==> config.mk <==
export PLATFORM = sky130hd
export DESIGN_NAME = ttc_timer_top
export DESIGN_NICKNAME = d
export VERILOG_FILES = /design/src/ttc_pkg.sv /design/src/ttc_timer_top.sv /design/src/ttc_intr_ctrl.sv /design/src/ttc_counter.sv /design/src/ttc_prescaler.sv /design/src/ttc_wb_regs.sv
export SDC_FILE = /design/constraint.sdc
export NUM_CORES = 1
export LEC_CHECK = 0
export BUFFER_PORTS_ARGS = -buffer_cell sky130_fd_sc_hd__buf_4
export CAP_MARGIN = 10
export CORE_ASPECT_RATIO = 1.2
export CORE_UTILIZATION = 50
export DETAILED_ROUTE_END_ITERATION = 6
export PLACE_DENSITY = 0.67
export SETUP_SLACK_MARGIN = 0.2
export SYNTH_ARGS = -nofsm -noshare
export SYNTH_HDL_FRONTEND = slang
export SYNTH_SLANG_ARGS = --single-unit
export TNS_END_PERCENT = 20
==> constraint.sdc <==
create_clock -name pclk11 -period 4.05 [get_ports pclk11]
set_clock_uncertainty 0.15 [all_clocks]
set_input_delay 0.405 -clock pclk11 [delete_from_list [all_inputs] [get_ports pclk11]]
set_output_delay 0.405 -clock pclk11 [all_outputs]
set_load 0.02 [all_outputs]
==> src/ttc_pkg.sv <==
//--------------------------------------------------------------------
// Shared types for one timer/counter channel on Wishbone classic.
// All accesses are full 16-bit words, with no byte selects.
// Unmapped word addresses read as zero and ignore writes.
//--------------------------------------------------------------------
package ttc_pkg;

  localparam int CNT_W  = 16;          // Counter and bus data width
  localparam int ADR_W  = 4;           // Word address width
  localparam int CTRL_W = 5;           // Counter control word
  localparam int CLK_W  = 5;           // Prescaler control word
  localparam int EVT_W  = 5;           // Event, ISR and IER width

  localparam logic [CNT_W-1:0] CNT_ZERO = '0;
  localparam logic [CNT_W-1:0] CNT_MAX  = '1;   // Full-range wrap value

  // Word address map
  typedef enum logic [ADR_W-1:0] {
    CLK_CTRL = 4'd0,
    CNT_CTRL = 4'd1,
    COUNT    = 4'd2,                   // Read only
    INTERVAL = 4'd3,
    MATCH1   = 4'd4,
    MATCH2   = 4'd5,
    MATCH3   = 4'd6,
    ISR      = 4'd7,                   // Read only, clears on read
    IER      = 4'd8
  } reg_addr_e;

  // Counter control, bit 0 at the bottom
  typedef struct packed {
    logic restart;                     // Self clearing
    logic match_mode;
    logic decrement;
    logic interval_mode;               // 0 means full-range overflow
    logic disable_n;                   // High stops the counter
  } cnt_ctrl_t;

  localparam cnt_ctrl_t CNT_CTRL_RST = 5'b00001;   // Disabled out of reset

  // Prescaler control
  typedef struct packed {
    logic [3:0] ps_value;              // Divide by 2^(ps_value+1)
    logic       ps_en;
  } clk_ctrl_t;

  // One strobe per writable register, plus the write data
  typedef struct packed {
    logic             clk;
    logic             ctrl;
    logic             interval;
    logic             match1;
    logic             match2;
    logic             match3;
    logic             ier;
    logic [CNT_W-1:0] wdata;
  } reg_wr_t;

  // Counter readback
  typedef struct packed {
    logic [CNT_W-1:0] count;
    cnt_ctrl_t        ctrl;
    logic [CNT_W-1:0] interval;
    logic [CNT_W-1:0] match1;
    logic [CNT_W-1:0] match2;
    logic [CNT_W-1:0] match3;
  } cnt_view_t;

  // Events, also the ISR and IER layout
  typedef struct packed {
    logic match3;
    logic match2;
    logic match1;
    logic overflow;
    logic interval;                    // Bit 0
  } intr_evt_t;

  typedef enum logic {
    WB_IDLE,
    WB_ACK
  } wb_state_e;

endpackage
==> src/ttc_timer_top.sv <==
//--------------------------------------------------------------------
// Single timer channel: bus, prescaler, counter, interrupt stage.
// Wishbone classic slave, full-word accesses only.
//--------------------------------------------------------------------
module ttc_timer_top (
  input  logic                       pclk11,
  input  logic                       n_p_reset11,
  input  logic                       wb_cyc,
  input  logic                       wb_stb,
  input  logic                       wb_we,
  input  logic [ttc_pkg::ADR_W-1:0]  wb_adr,
  input  logic [ttc_pkg::CNT_W-1:0]  wb_dat_i,
  output logic [ttc_pkg::CNT_W-1:0]  wb_dat_o,
  output logic                       wb_ack,
  output logic                       irq
);

  import ttc_pkg::*;

  reg_wr_t   reg_wr;                   // Bus to all stages
  logic      isr_rd_clr;
  clk_ctrl_t clk_ctrl;
  logic      count_en;
  cnt_view_t cnt_view;
  intr_evt_t evt;
  intr_evt_t isr;
  intr_evt_t ier;

  ttc_wb_regs ttc_wb_regs_inst (
    .pclk11      (pclk11),
    .n_p_reset11 (n_p_reset11),
    .wb_cyc      (wb_cyc),
    .wb_stb      (wb_stb),
    .wb_we       (wb_we),
    .wb_adr      (wb_adr),
    .wb_dat_i    (wb_dat_i),
    .wb_dat_o    (wb_dat_o),
    .wb_ack      (wb_ack),
    .reg_wr      (reg_wr),
    .isr_rd_clr  (isr_rd_clr),
    .cnt_view    (cnt_view),
    .clk_ctrl    (clk_ctrl),
    .isr         (isr),
    .ier         (ier)
  );

  ttc_prescaler ttc_prescaler_inst (
    .pclk11      (pclk11),
    .n_p_reset11 (n_p_reset11),
    .reg_wr      (reg_wr),
    .clk_ctrl    (clk_ctrl),
    .count_en    (count_en)
  );

  ttc_counter ttc_counter_inst (
    .pclk11      (pclk11),
    .n_p_reset11 (n_p_reset11),
    .reg_wr      (reg_wr),
    .count_en    (count_en),
    .cnt_view    (cnt_view),
    .evt         (evt)
  );

  ttc_intr_ctrl ttc_intr_ctrl_inst (
    .pclk11      (pclk11),
    .n_p_reset11 (n_p_reset11),
    .reg_wr      (reg_wr),
    .evt         (evt),
    .isr_rd_clr  (isr_rd_clr),
    .isr         (isr),
    .ier         (ier),
    .irq         (irq)
  );

endmodule

==> src/ttc_intr_ctrl.sv <==
//--------------------------------------------------------------------
// Sticky interrupt status with enable mask and clear on read.
// Only bits returned by the read are cleared; new events still set.
// irq is registered, one cycle behind the status.
//--------------------------------------------------------------------
module ttc_intr_ctrl (
  input  logic               pclk11,
  input  logic               n_p_reset11,
  input  ttc_pkg::reg_wr_t   reg_wr,
  input  ttc_pkg::intr_evt_t evt,
  input  logic               isr_rd_clr,
  output ttc_pkg::intr_evt_t isr,
  output ttc_pkg::intr_evt_t ier,
  output logic               irq
);

  import ttc_pkg::*;

  intr_evt_t        isr_prev;          // Status as sampled by the read
  logic [EVT_W-1:0] clr_mask;
  logic [EVT_W-1:0] isr_masked;

  assign clr_mask   = isr_rd_clr ? isr_prev : '0;
  assign isr_masked = isr & ier;

  always_ff @(posedge pclk11 or negedge n_p_reset11)
  begin
    if (!n_p_reset11)
    begin
      isr      <= '0;
      isr_prev <= '0;
      ier      <= '0;
      irq      <= 1'b0;
    end
    else
    begin
      // Event wins over clear in the same cycle
      isr      <= intr_evt_t'((isr & ~clr_mask) | evt);
      isr_prev <= isr;
      if (reg_wr.ier)
        ier <= intr_evt_t'(reg_wr.wdata[EVT_W-1:0]);
      irq <= |isr_masked;
    end
  end

  // No stale interrupt once the masked status is empty
  a_irq_drop: assert property (@(posedge pclk11) disable iff (!n_p_reset11)
    (isr_masked == '0) |=> !irq);

endmodule

==> src/ttc_counter.sv <==
//--------------------------------------------------------------------
// Up/down counter with interval or full-range wrap and 3 matches.
// Interval is assumed static while the counter runs.
// Restart takes effect on a count_en cycle and then clears itself.
//--------------------------------------------------------------------
module ttc_counter (
  input  logic               pclk11,
  input  logic               n_p_reset11,
  input  ttc_pkg::reg_wr_t   reg_wr,
  input  logic               count_en,
  output ttc_pkg::cnt_view_t cnt_view,
  output ttc_pkg::intr_evt_t evt
);

  import ttc_pkg::*;

  cnt_ctrl_t        ctrl;
  logic [CNT_W-1:0] interval;
  logic [CNT_W-1:0] match1;
  logic [CNT_W-1:0] match2;
  logic [CNT_W-1:0] match3;
  logic [CNT_W-1:0] count;
  logic [CNT_W-1:0] start_val;         // Load value on restart
  logic [CNT_W-1:0] next_count;
  logic             counting;          // Counted since last restart
  logic             restart_temp;      // Restart was applied
  logic             evt_ok;

  assign cnt_view = '{count:    count,
                      ctrl:     ctrl,
                      interval: interval,
                      match1:   match1,
                      match2:   match2,
                      match3:   match3};

  //------------------------------------------------------------------
  // Register writes
  //------------------------------------------------------------------
  always_ff @(posedge pclk11 or negedge n_p_reset11)
  begin
    if (!n_p_reset11)
    begin
      ctrl     <= CNT_CTRL_RST;
      interval <= '0;
      match1   <= '0;
      match2   <= '0;
      match3   <= '0;
    end
    else
    begin
      if (reg_wr.ctrl)
        ctrl <= cnt_ctrl_t'(reg_wr.wdata[CTRL_W-1:0]);
      else if (restart_temp)
        ctrl.restart <= 1'b0;          // Drop the bit once applied
      if (reg_wr.interval)
        interval <= reg_wr.wdata;
      if (reg_wr.match1)
        match1 <= reg_wr.wdata;
      if (reg_wr.match2)
        match2 <= reg_wr.wdata;
      if (reg_wr.match3)
        match3 <= reg_wr.wdata;
    end
  end

  // Start value per mode
  always_comb
  begin
    if (!ctrl.decrement)
      start_val = CNT_ZERO;
    else if (ctrl.interval_mode)
      start_val = interval;
    else
      start_val = CNT_MAX;
  end

  // Next count with natural full-range wrap
  always_comb
  begin
    if (ctrl.interval_mode && ctrl.decrement)
      next_count = (count == CNT_ZERO) ? interval : count - 1'b1;
    else if (ctrl.interval_mode)
      next_count = (count == interval) ? CNT_ZERO : count + 1'b1;
    else if (ctrl.decrement)
      next_count = count - 1'b1;       // 0 -> FFFF
    else
      next_count = count + 1'b1;       // FFFF -> 0
  end

  //------------------------------------------------------------------
  // Counter
  //------------------------------------------------------------------
  always_ff @(posedge pclk11 or negedge n_p_reset11)
  begin
    if (!n_p_reset11)
    begin
      count        <= '0;
      counting     <= 1'b0;
      restart_temp <= 1'b0;
    end
    else if (count_en)
    begin
      if (ctrl.restart)
      begin
        count        <= start_val;
        counting     <= 1'b0;
        restart_temp <= 1'b1;
      end
      else
      begin
        if (!ctrl.disable_n)
        begin
          count    <= next_count;
          counting <= 1'b1;
        end
        restart_temp <= 1'b0;
      end
    end
  end

  // Events straight from the registered count
  assign evt_ok       = counting && !ctrl.disable_n && !ctrl.restart;
  assign evt.interval = ctrl.interval_mode && (count == CNT_ZERO) && evt_ok;
  assign evt.overflow = !ctrl.interval_mode && (count == CNT_ZERO) && evt_ok;
  assign evt.match1   = ctrl.match_mode && (count == match1) && evt_ok;
  assign evt.match2   = ctrl.match_mode && (count == match2) && evt_ok;
  assign evt.match3   = ctrl.match_mode && (count == match3) && evt_ok;

  // Interval increment never runs past the interval
  a_ival_bound: assert property (@(posedge pclk11) disable iff (!n_p_reset11)
    (counting && ctrl.interval_mode && !ctrl.decrement && !ctrl.restart)
    |-> (count <= interval));

endmodule

==> src/ttc_prescaler.sv <==
//--------------------------------------------------------------------
// Clock control register and count-enable divider.
// Ratio is 2^(ps_value+1) when ps_en is set, else enable every cycle.
// Any write to CLK_CTRL restarts the divider.
//--------------------------------------------------------------------
module ttc_prescaler (
  input  logic               pclk11,
  input  logic               n_p_reset11,
  input  ttc_pkg::reg_wr_t   reg_wr,
  output ttc_pkg::clk_ctrl_t clk_ctrl,
  output logic               count_en
);

  import ttc_pkg::*;

  logic [CNT_W-1:0] div_cnt;
  logic [CNT_W-1:0] div_term;          // Terminal value, ratio minus one

  // Low ps_value+1 bits set
  assign div_term = ~({CNT_W{1'b1}} << (clk_ctrl.ps_value + 5'd1));
  assign count_en = clk_ctrl.ps_en ? (div_cnt == div_term) : 1'b1;

  always_ff @(posedge pclk11 or negedge n_p_reset11)
  begin
    if (!n_p_reset11)
    begin
      clk_ctrl <= '0;
      div_cnt  <= '0;
    end
    else if (reg_wr.clk)
    begin
      clk_ctrl <= clk_ctrl_t'(reg_wr.wdata[CLK_W-1:0]);
      div_cnt  <= '0;                  // Fresh start on new setting
    end
    else if (count_en)
      div_cnt <= '0;
    else
      div_cnt <= div_cnt + 1'b1;
  end

  // Divided enable is a single-cycle pulse
  a_en_pulse: assert property (@(posedge pclk11) disable iff (!n_p_reset11)
    (clk_ctrl.ps_en && count_en) |=> (!count_en || !clk_ctrl.ps_en));

endmodule

==> src/ttc_wb_regs.sv <==
//--------------------------------------------------------------------
// Wishbone classic slave, no wait states, no back-pressure.
// Master must hold cyc, stb, we, adr and dat_i until ack.
// Ack lasts one cycle, so a held stb gets one ack every two cycles.
//--------------------------------------------------------------------
module ttc_wb_regs (
  input  logic                       pclk11,
  input  logic                       n_p_reset11,
  input  logic                       wb_cyc,
  input  logic                       wb_stb,
  input  logic                       wb_we,
  input  logic [ttc_pkg::ADR_W-1:0]  wb_adr,
  input  logic [ttc_pkg::CNT_W-1:0]  wb_dat_i,
  output logic [ttc_pkg::CNT_W-1:0]  wb_dat_o,
  output logic                       wb_ack,
  output ttc_pkg::reg_wr_t           reg_wr,
  output logic                       isr_rd_clr,
  input  ttc_pkg::cnt_view_t         cnt_view,
  input  ttc_pkg::clk_ctrl_t         clk_ctrl,
  input  ttc_pkg::intr_evt_t         isr,
  input  ttc_pkg::intr_evt_t         ier
);

  import ttc_pkg::*;

  wb_state_e        state;
  reg_addr_e        adr_q;             // Address held for the ack cycle
  logic             we_q;
  logic             req;               // New access sampled in idle
  logic [CNT_W-1:0] rd_mux;

  assign req    = (state == WB_IDLE) && wb_cyc && wb_stb;
  assign wb_ack = (state == WB_ACK);

  //------------------------------------------------------------------
  // Handshake FSM
  //------------------------------------------------------------------
  always_ff @(posedge pclk11 or negedge n_p_reset11)
  begin
    if (!n_p_reset11)
    begin
      state <= WB_IDLE;
      we_q  <= 1'b0;
    end
    else
    begin
      case (state)
        WB_IDLE:
        begin
          if (wb_cyc && wb_stb)
          begin
            state <= WB_ACK;
            we_q  <= wb_we;
          end
        end
        WB_ACK:  state <= WB_IDLE;   // Always back to idle
        default: state <= WB_IDLE;
      endcase
    end
  end

  // Address and read data, loaded at the sampling edge
  always_ff @(posedge pclk11)
  begin
    if (req)
    begin
      adr_q    <= reg_addr_e'(wb_adr);
      wb_dat_o <= rd_mux;              // Valid through the ack cycle
    end
  end

  //------------------------------------------------------------------
  // Read mux, zero extended, unmapped reads zero
  //------------------------------------------------------------------
  always_comb
  begin
    rd_mux = '0;
    case (wb_adr)
      CLK_CTRL: rd_mux = {{(CNT_W-CLK_W){1'b0}}, clk_ctrl};
      CNT_CTRL: rd_mux = {{(CNT_W-CTRL_W){1'b0}}, cnt_view.ctrl};
      COUNT:    rd_mux = cnt_view.count;
      INTERVAL: rd_mux = cnt_view.interval;
      MATCH1:   rd_mux = cnt_view.match1;
      MATCH2:   rd_mux = cnt_view.match2;
      MATCH3:   rd_mux = cnt_view.match3;
      ISR:      rd_mux = {{(CNT_W-EVT_W){1'b0}}, isr};
      IER:      rd_mux = {{(CNT_W-EVT_W){1'b0}}, ier};
      default:  rd_mux = '0;
    endcase
  end

  // Write strobes and read clear, only in the ack cycle
  always_comb
  begin
    reg_wr       = '0;
    reg_wr.wdata = wb_dat_i;           // Still held by the master
    isr_rd_clr   = 1'b0;
    if (wb_ack)
    begin
      if (we_q)
      begin
        case (adr_q)
          CLK_CTRL: reg_wr.clk      = 1'b1;
          CNT_CTRL: reg_wr.ctrl     = 1'b1;
          INTERVAL: reg_wr.interval = 1'b1;
          MATCH1:   reg_wr.match1   = 1'b1;
          MATCH2:   reg_wr.match2   = 1'b1;
          MATCH3:   reg_wr.match3   = 1'b1;
          IER:      reg_wr.ier      = 1'b1;
          default:  reg_wr.ier      = 1'b0;   // Read-only or unmapped
        endcase
      end
      else if (adr_q == ISR)
        isr_rd_clr = 1'b1;
    end
  end

  // One ack per access, never back to back
  a_ack_single: assert property (@(posedge pclk11) disable iff (!n_p_reset11)
    wb_ack |=> !wb_ack);

endmodule

Word level (Yosys, flattened, before mapping). Cells that the tools add are included.

Bits in registers: 146. Input port bits: 25. Output and inout port bits: 18. Word-level logic and storage cells: 126.

Add/subtract/negate cells: 4. Equality and inequality tests: 21. Shifts and indexed selects: 1. Muxes and demuxes: 33. Bitwise gates (word level): 6. Reductions and logical operators: 26.

Operators by type and width (count): $mux 16 (11); $pmux 16 s9 (1); $eq 16x16->1 (5); $add 16x1->16 const B (2); $eq 4x3->1 const B (8); $mux 1 (17); $logic_and 1x1->1 (16); $logic_not 16->1 (1); $not 16->16 (1); $shl 16x5->16 const A (1); $sub 16x1->16 const B (1); $mux 7 (2); $eq 4x2->1 const B (3); $and 5x5->5 (2); $eq 4x1->1 const B (2); $eq 4x4->1 const B (2); $logic_not 4->1 (2); $add 4x1->5 const B (1); $mux 5 (1); $not 5->5 (1); $or 5x5->5 (1); $reduce_or 5->1 (1); $reduce_and 2->1 (2); $logic_not 1->1 (3); other kinds (4) (4).

Longest topological paths before layout.
Word-level depth: 8. Gate-level depth with buffers: 14. Gate-level depth less buffers: 10.

Modules after synthesis. Synthesis repeated with hierarchy kept, for this count alone.

Cell total of the unflattened synthesis: 891. Area total of the unflattened synthesis: 8964.8 um^2.

Modules (own cells, without submodules): ttc_counter (instances 1, cells an instance 502, area each 5123.7 um^2, seq. area each 2178.3 um^2); ttc_wb_regs (instances 1, cells an instance 184, area each 1821.7 um^2, seq. area each 650.6 um^2); ttc_prescaler (instances 1, cells an instance 171, area each 1485.2 um^2, seq. area each 525.5 um^2); ttc_intr_ctrl (instances 1, cells an instance 34, area each 534.3 um^2, seq. area each 400.4 um^2).

Worst setup path before layout. No wires, ideal clock.

Path type: register to register. From: register, netlist name ttc_prescaler_inst.clk_ctrl[1]. To: register ttc_counter_inst.count[11]. Setup time: 87 ps. Arrival: 3183 ps. Data required time: 3813 ps. Setup slack: 631 ps. Cell stages (with the launch flop): 15. Path buffers: 4. Period minus slack after synthesis: 3419 ps. Cells stage by stage: dfrtp_1 > inv_1 > ha_1 > buf_2 > nor2_1 > o21a_1 > o32ai_2 > o221ai_1 > or4_1 > o41a_1 > buf_6 > nand2b_4 > buf_6 > buf_8 > a211oi_2.

Word-level cells in the longest chain between the ends: 6.

Ends and longest elaborated chain: $add 4x1->5 (line ttc_prescaler.sv:20) `assign div_term = ~({CNT_W{1'b1}} << (clk_ctrl.ps_value + 5'd1));`; $shl 16x5->16 (line ttc_prescaler.sv:20); $not 16->16 (line ttc_prescaler.sv:20); $eq 16x16->1 (line ttc_prescaler.sv:21) `assign count_en = clk_ctrl.ps_en ? (div_cnt == div_term) : 1'b1;`; $mux 1 (line ttc_prescaler.sv:21); $reduce_and 2->1 (no line); to (signal assigned) (line ttc_counter.sv:105) `count <= start_val;`; to (signal assigned) (line ttc_counter.sv:113) `count <= next_count;`; to (decl) (line ttc_counter.sv:22) `logic [CNT_W-1:0] count;`.

No other way between the ends. A chain may end at the register's enable or synchronous reset.

Worst setup path in the final report.
From: register, netlist name ttc_prescaler_inst.clk_ctrl[2]. To: register ttc_counter_inst.count[2].

Word-level cells in the longest chain between the ends: 6.

Ends and longest elaborated chain (line): $add 4x1->5 (ttc_prescaler.sv:20); $shl 16x5->16 (ttc_prescaler.sv:20); $not 16->16 (ttc_prescaler.sv:20); $eq 16x16->1 (ttc_prescaler.sv:21); $mux 1 (ttc_prescaler.sv:21); $reduce_and 2->1 (no line).

No other way between the ends.

==> flow_summary.rst <==
.. list-table::
   :header-rows: 1

   * - Metric
     - Value
   * - Port Buf Inserts
     - 42
   * - Number of primary I/O pins
     - 43
   * - Total count of hold-check failures in the final report
     - 0
   * - Worst VDD drop
     - 374 uV
   * - Achievable clock frequency
     - 0.272 GHz
   * - Initial drt markers
     - 693
   * - Synth Warn #
     - 0
   * - Nets@finish
     - 972
   * - Commonest non-fill, non-tap cells in the layout
     - 125 x dfrtp_1, 81 x mux2_2, 73 x buf_4
   * - Setup repair after global routing missed its margin
     - no
   * - Worst setup slack after layout
     - 371 ps
   * - Initial cell density of the core
     - 0.517
   * - Category of the worst setup path capture point
     - flop
   * - Post-detail-place hpwl
     - 17100 um
   * - Critical path startpoint category
     - flop
   * - Die boundary height
     - 147 um
   * - Slew of the pin with the lowest slew margin
     - 1130 ps
   * - Leakage power summed over all cells
     - 4.22 nW
   * - Arrival time of the worst setup path
     - 3830 ps
   * - Total GRT Usage
     - 0.286
   * - Library cell used as clock root buffer
     - clkbuf_16
   * - Cell breakdown of the critical path
     - ha_1 > nor2_1 > o21a_1 > o32ai_2 > o221ai_1 > or4_1 > o41a_1 > buf_4 > o31ai_1 > o21ai_0
   * - Number of antenna violations at the first check in global routing
     - 0
   * - Standard cell core area
     - 17000 sq um
   * - CP Data Required Time
     - 4200 ps
   * - Antenna-violating nets left
     - 0
   * - Share of post-route cells with drive strength above 1
     - 0.210
   * - Area Growth Syn to Fin
     - 13.5%
   * - CTS tree
     - done
   * - Synth Cell Area
     - 8810 sq um
   * - Via density per instance
     - 6.28
   * - Post-CTS setup buffer count
     - 0
   * - Synth Instances
     - 912
   * - Worst slew margin
     - 0.246
   * - Placer congestion estimate
     - 0.896
   * - Cell Count Post-Placement
     - 1137
   * - Endpoints failing setup
     - 0
   * - Syn_area_per_cell
     - 9.66 sq um
   * - Count of TritonRoute iterations in the first routing pass
     - 5
   * - Worst-path clk slew
     - 70 ps
   * - #FFs+latches synth
     - 146
   * - Diode insertion count for antenna repair
     - 0
   * - Flop-to-flop setup slack
     - 370 ps
   * - Period utilisation layout
     - 0.908
   * - Number of buffers created by CTS
     - 17
   * - Slowest CP cell
     - ha_1
   * - Maximum number of pins on one net before global-route repair
     - 67
   * - Count of final max-slew check failures
     - 0
   * - Wirelength per Cell
     - 21.2 um
   * - Via count of the first global-routing pass
     - 7087
   * - Crit-path max FO
     - 15
   * - Final period demand of the worst path
     - 3680 ps
   * - Final Non-Filler Cells
     - 1170
   * - Max-cap violations
     - 0
   * - Number of distinct library cell variants in the gate-level netlist after synthesis
     - 69
   * - Wire length of the first global-routing pass
     - 39400 um
   * - Post-Place Worst Slack
     - 419 ps
   * - Area of the die
     - 18200 sq um
   * - Die extent in x
     - 123 um
   * - Number of design rule violations left after detail routing
     - 0
   * - Finished Core Util
     - 0.587
   * - Maximum root-to-sink buffer count
     - 2
   * - Via count of the routed design
     - 7349
   * - Number of clock sinks
     - 146
   * - Async set-reset flop share out of synthesis
     - 0.863
   * - Gr ovfl total
     - 0
   * - Result of the run
     - finished clean
   * - Clock Latency Late Sink
     - 430 ps
   * - Number of gates resized after CTS
     - 0
   * - WL final
     - 24800 um
   * - # hold bufs at CTS
     - 1
   * - Power per standard cell area
     - 559 nW/um^2
   * - Number of enable flip-flop cells after synthesis
     - 20
   * - Share of the yosys chip area belonging to registers
     - 0.426
   * - Commonest non-fill, non-tap cell in the layout
     - dfrtp_1
   * - Worst hold path class
     - input port to flop
   * - Row Count
     - 52
   * - Number of H-tree levels
     - 4
   * - Final total negative setup slack
     - 0 ps
   * - Type of the worst setup path
     - flop to flop
   * - Primary FF master, synth
     - dfrtp_1
   * - Synth Net Count
     - 943
   * - Delay of the slowest cell on the worst path
     - 600 ps
sequential cells by signal (all words and copies together), names as in the netlist:
signal,count
ttc_intr_ctrl_inst.isr_prev,5
ttc_intr_ctrl_inst.isr,5
ttc_counter_inst.match1,16
ttc_wb_regs_inst.wb_dat_o,16
ttc_counter_inst.restart_temp,1
ttc_counter_inst.cnt_view,5
ttc_counter_inst.count,16
ttc_wb_regs_inst.adr_q,4
ttc_counter_inst.match3,16
ttc_prescaler_inst.div_cnt,16
ttc_counter_inst.interval,16
ttc_prescaler_inst.clk_ctrl,5
ttc_intr_ctrl_inst.irq,1
ttc_wb_regs_inst.we_q,1
ttc_counter_inst.counting,1
ttc_counter_inst.match2,16
ttc_intr_ctrl_inst.ier,5
ttc_wb_regs_inst.wb_ack,1
cell families (layout without fill, tap and decap cells):
| family | after synthesis | count (layout) | synth area share |
|---|---|---|---|
| AND/OR/NAND/NOR | 287 | 287 | 0.161 |
| multiplexers | 90 | 90 | 0.114 |
| XOR/XNOR | 98 | 98 | 0.0974 |
| AO/OA/AOI/OAI | 197 | 197 | 0.150 |
| flip-flops | 146 | 146 | 0.426 |
| buffers and inverters | 88 | 130 | 0.0429 |
| adder cells (fa/ha/maj) | 6 | 6 | 0.00852 |
where the power goes:
| group | total, mW | switching (mW) | leakage, nW | internal, mW |
|---|---|---|---|---|
| Combinational | 1.87 | 1.08 | 2.09 | 0.793 |
| Clock | 1.70 | 0.704 | 0.306 | 0.994 |
| Sequential | 2.02 | 0.310 | 1.82 | 1.71 |
area by class of cell:
class / instances / area [sq um]
fillers: 1485 / 7050
flip-flops and latches: 146 / 3750
clock buffers: 18 / 429
multi-input cells: 678 / 4690
inverters: 23 / 86.3
well taps: 216 / 270
clock inverters: 14 / 190
repair buffers: 75 / 578
Yosys cell counts, types with 18 or more instances:
master,count,area share
dfrtp_1,125,0.36
mux2_2,81,0.10
nand2_1,72,0.031
nor2_1,67,0.029
o21ai_0,57,0.032
xor2_1,51,0.051
xnor2_1,47,0.047
clkbuf_1,44,0.019
nand3_1,35,0.020
a22oi_1,30,0.026
a21oi_1,28,0.016
nor3_1,28,0.016
inv_1,23,0.0098
edfxtp_1,20,0.068
nor4_1,20,0.014
o31ai_1,18,0.015
layer usage:
| layer | wire [um] | part of all wire | track usage | up-vias |
|---|---|---|---|---|
| met5 | 0 | 0 | 0 | - |
| met4 | 785 | 0.032 | 0.119 | 0 |
| met3 | 1440 | 0.058 | 0.0440 | 61 |
| met2 | 11900 | 0.48 | 0.456 | 309 |
| met1 | 10700 | 0.43 | 0.388 | 3614 |
| li1 | - | - | - | 3365 |
final timing paths:
check	start	depth (start not counted)	endpoint
min in group asynchronous	n_p_reset11	2	ttc_intr_ctrl_inst.ier[0]
hold / removal	wb_we	2	ttc_wb_regs_inst.we_q
setup / recovery	ttc_prescaler_inst.clk_ctrl[2]	10	ttc_counter_inst.count[2]
max in group asynchronous	n_p_reset11	3	ttc_counter_inst.count[10]
hold reg to reg	ttc_intr_ctrl_inst.isr[4]	0	ttc_intr_ctrl_inst.isr_prev[4]
setup reg to reg	ttc_prescaler_inst.clk_ctrl[2]	10	ttc_counter_inst.count[2]
metrics by stage:
stage / instance area, sq um / power, mW / hold WS, ps
final: 10000 / 5.59 / 56.6
after global routing: 10000 / 5.85 / 61.6
after CTS: 10000 / 5.57 / 48.5
after detailed placement: 9370 / 3.87 / 266
after global placement: 9370 / 3.84 / 269
after floorplan: 8810 / 3.29 / -40.6
worst max-delay path, delay by kind of cell (launching register included):
kind	cells	cell delay, ps
AO/OA/AOI/OAI	6	1450
adder cells (fa/ha/maj)	1	600
buffers and inverters	1	220
flip-flops	1	490
AND/OR/NAND/NOR	2	640
Note: power is estimated with default switching activity, not from simulation.
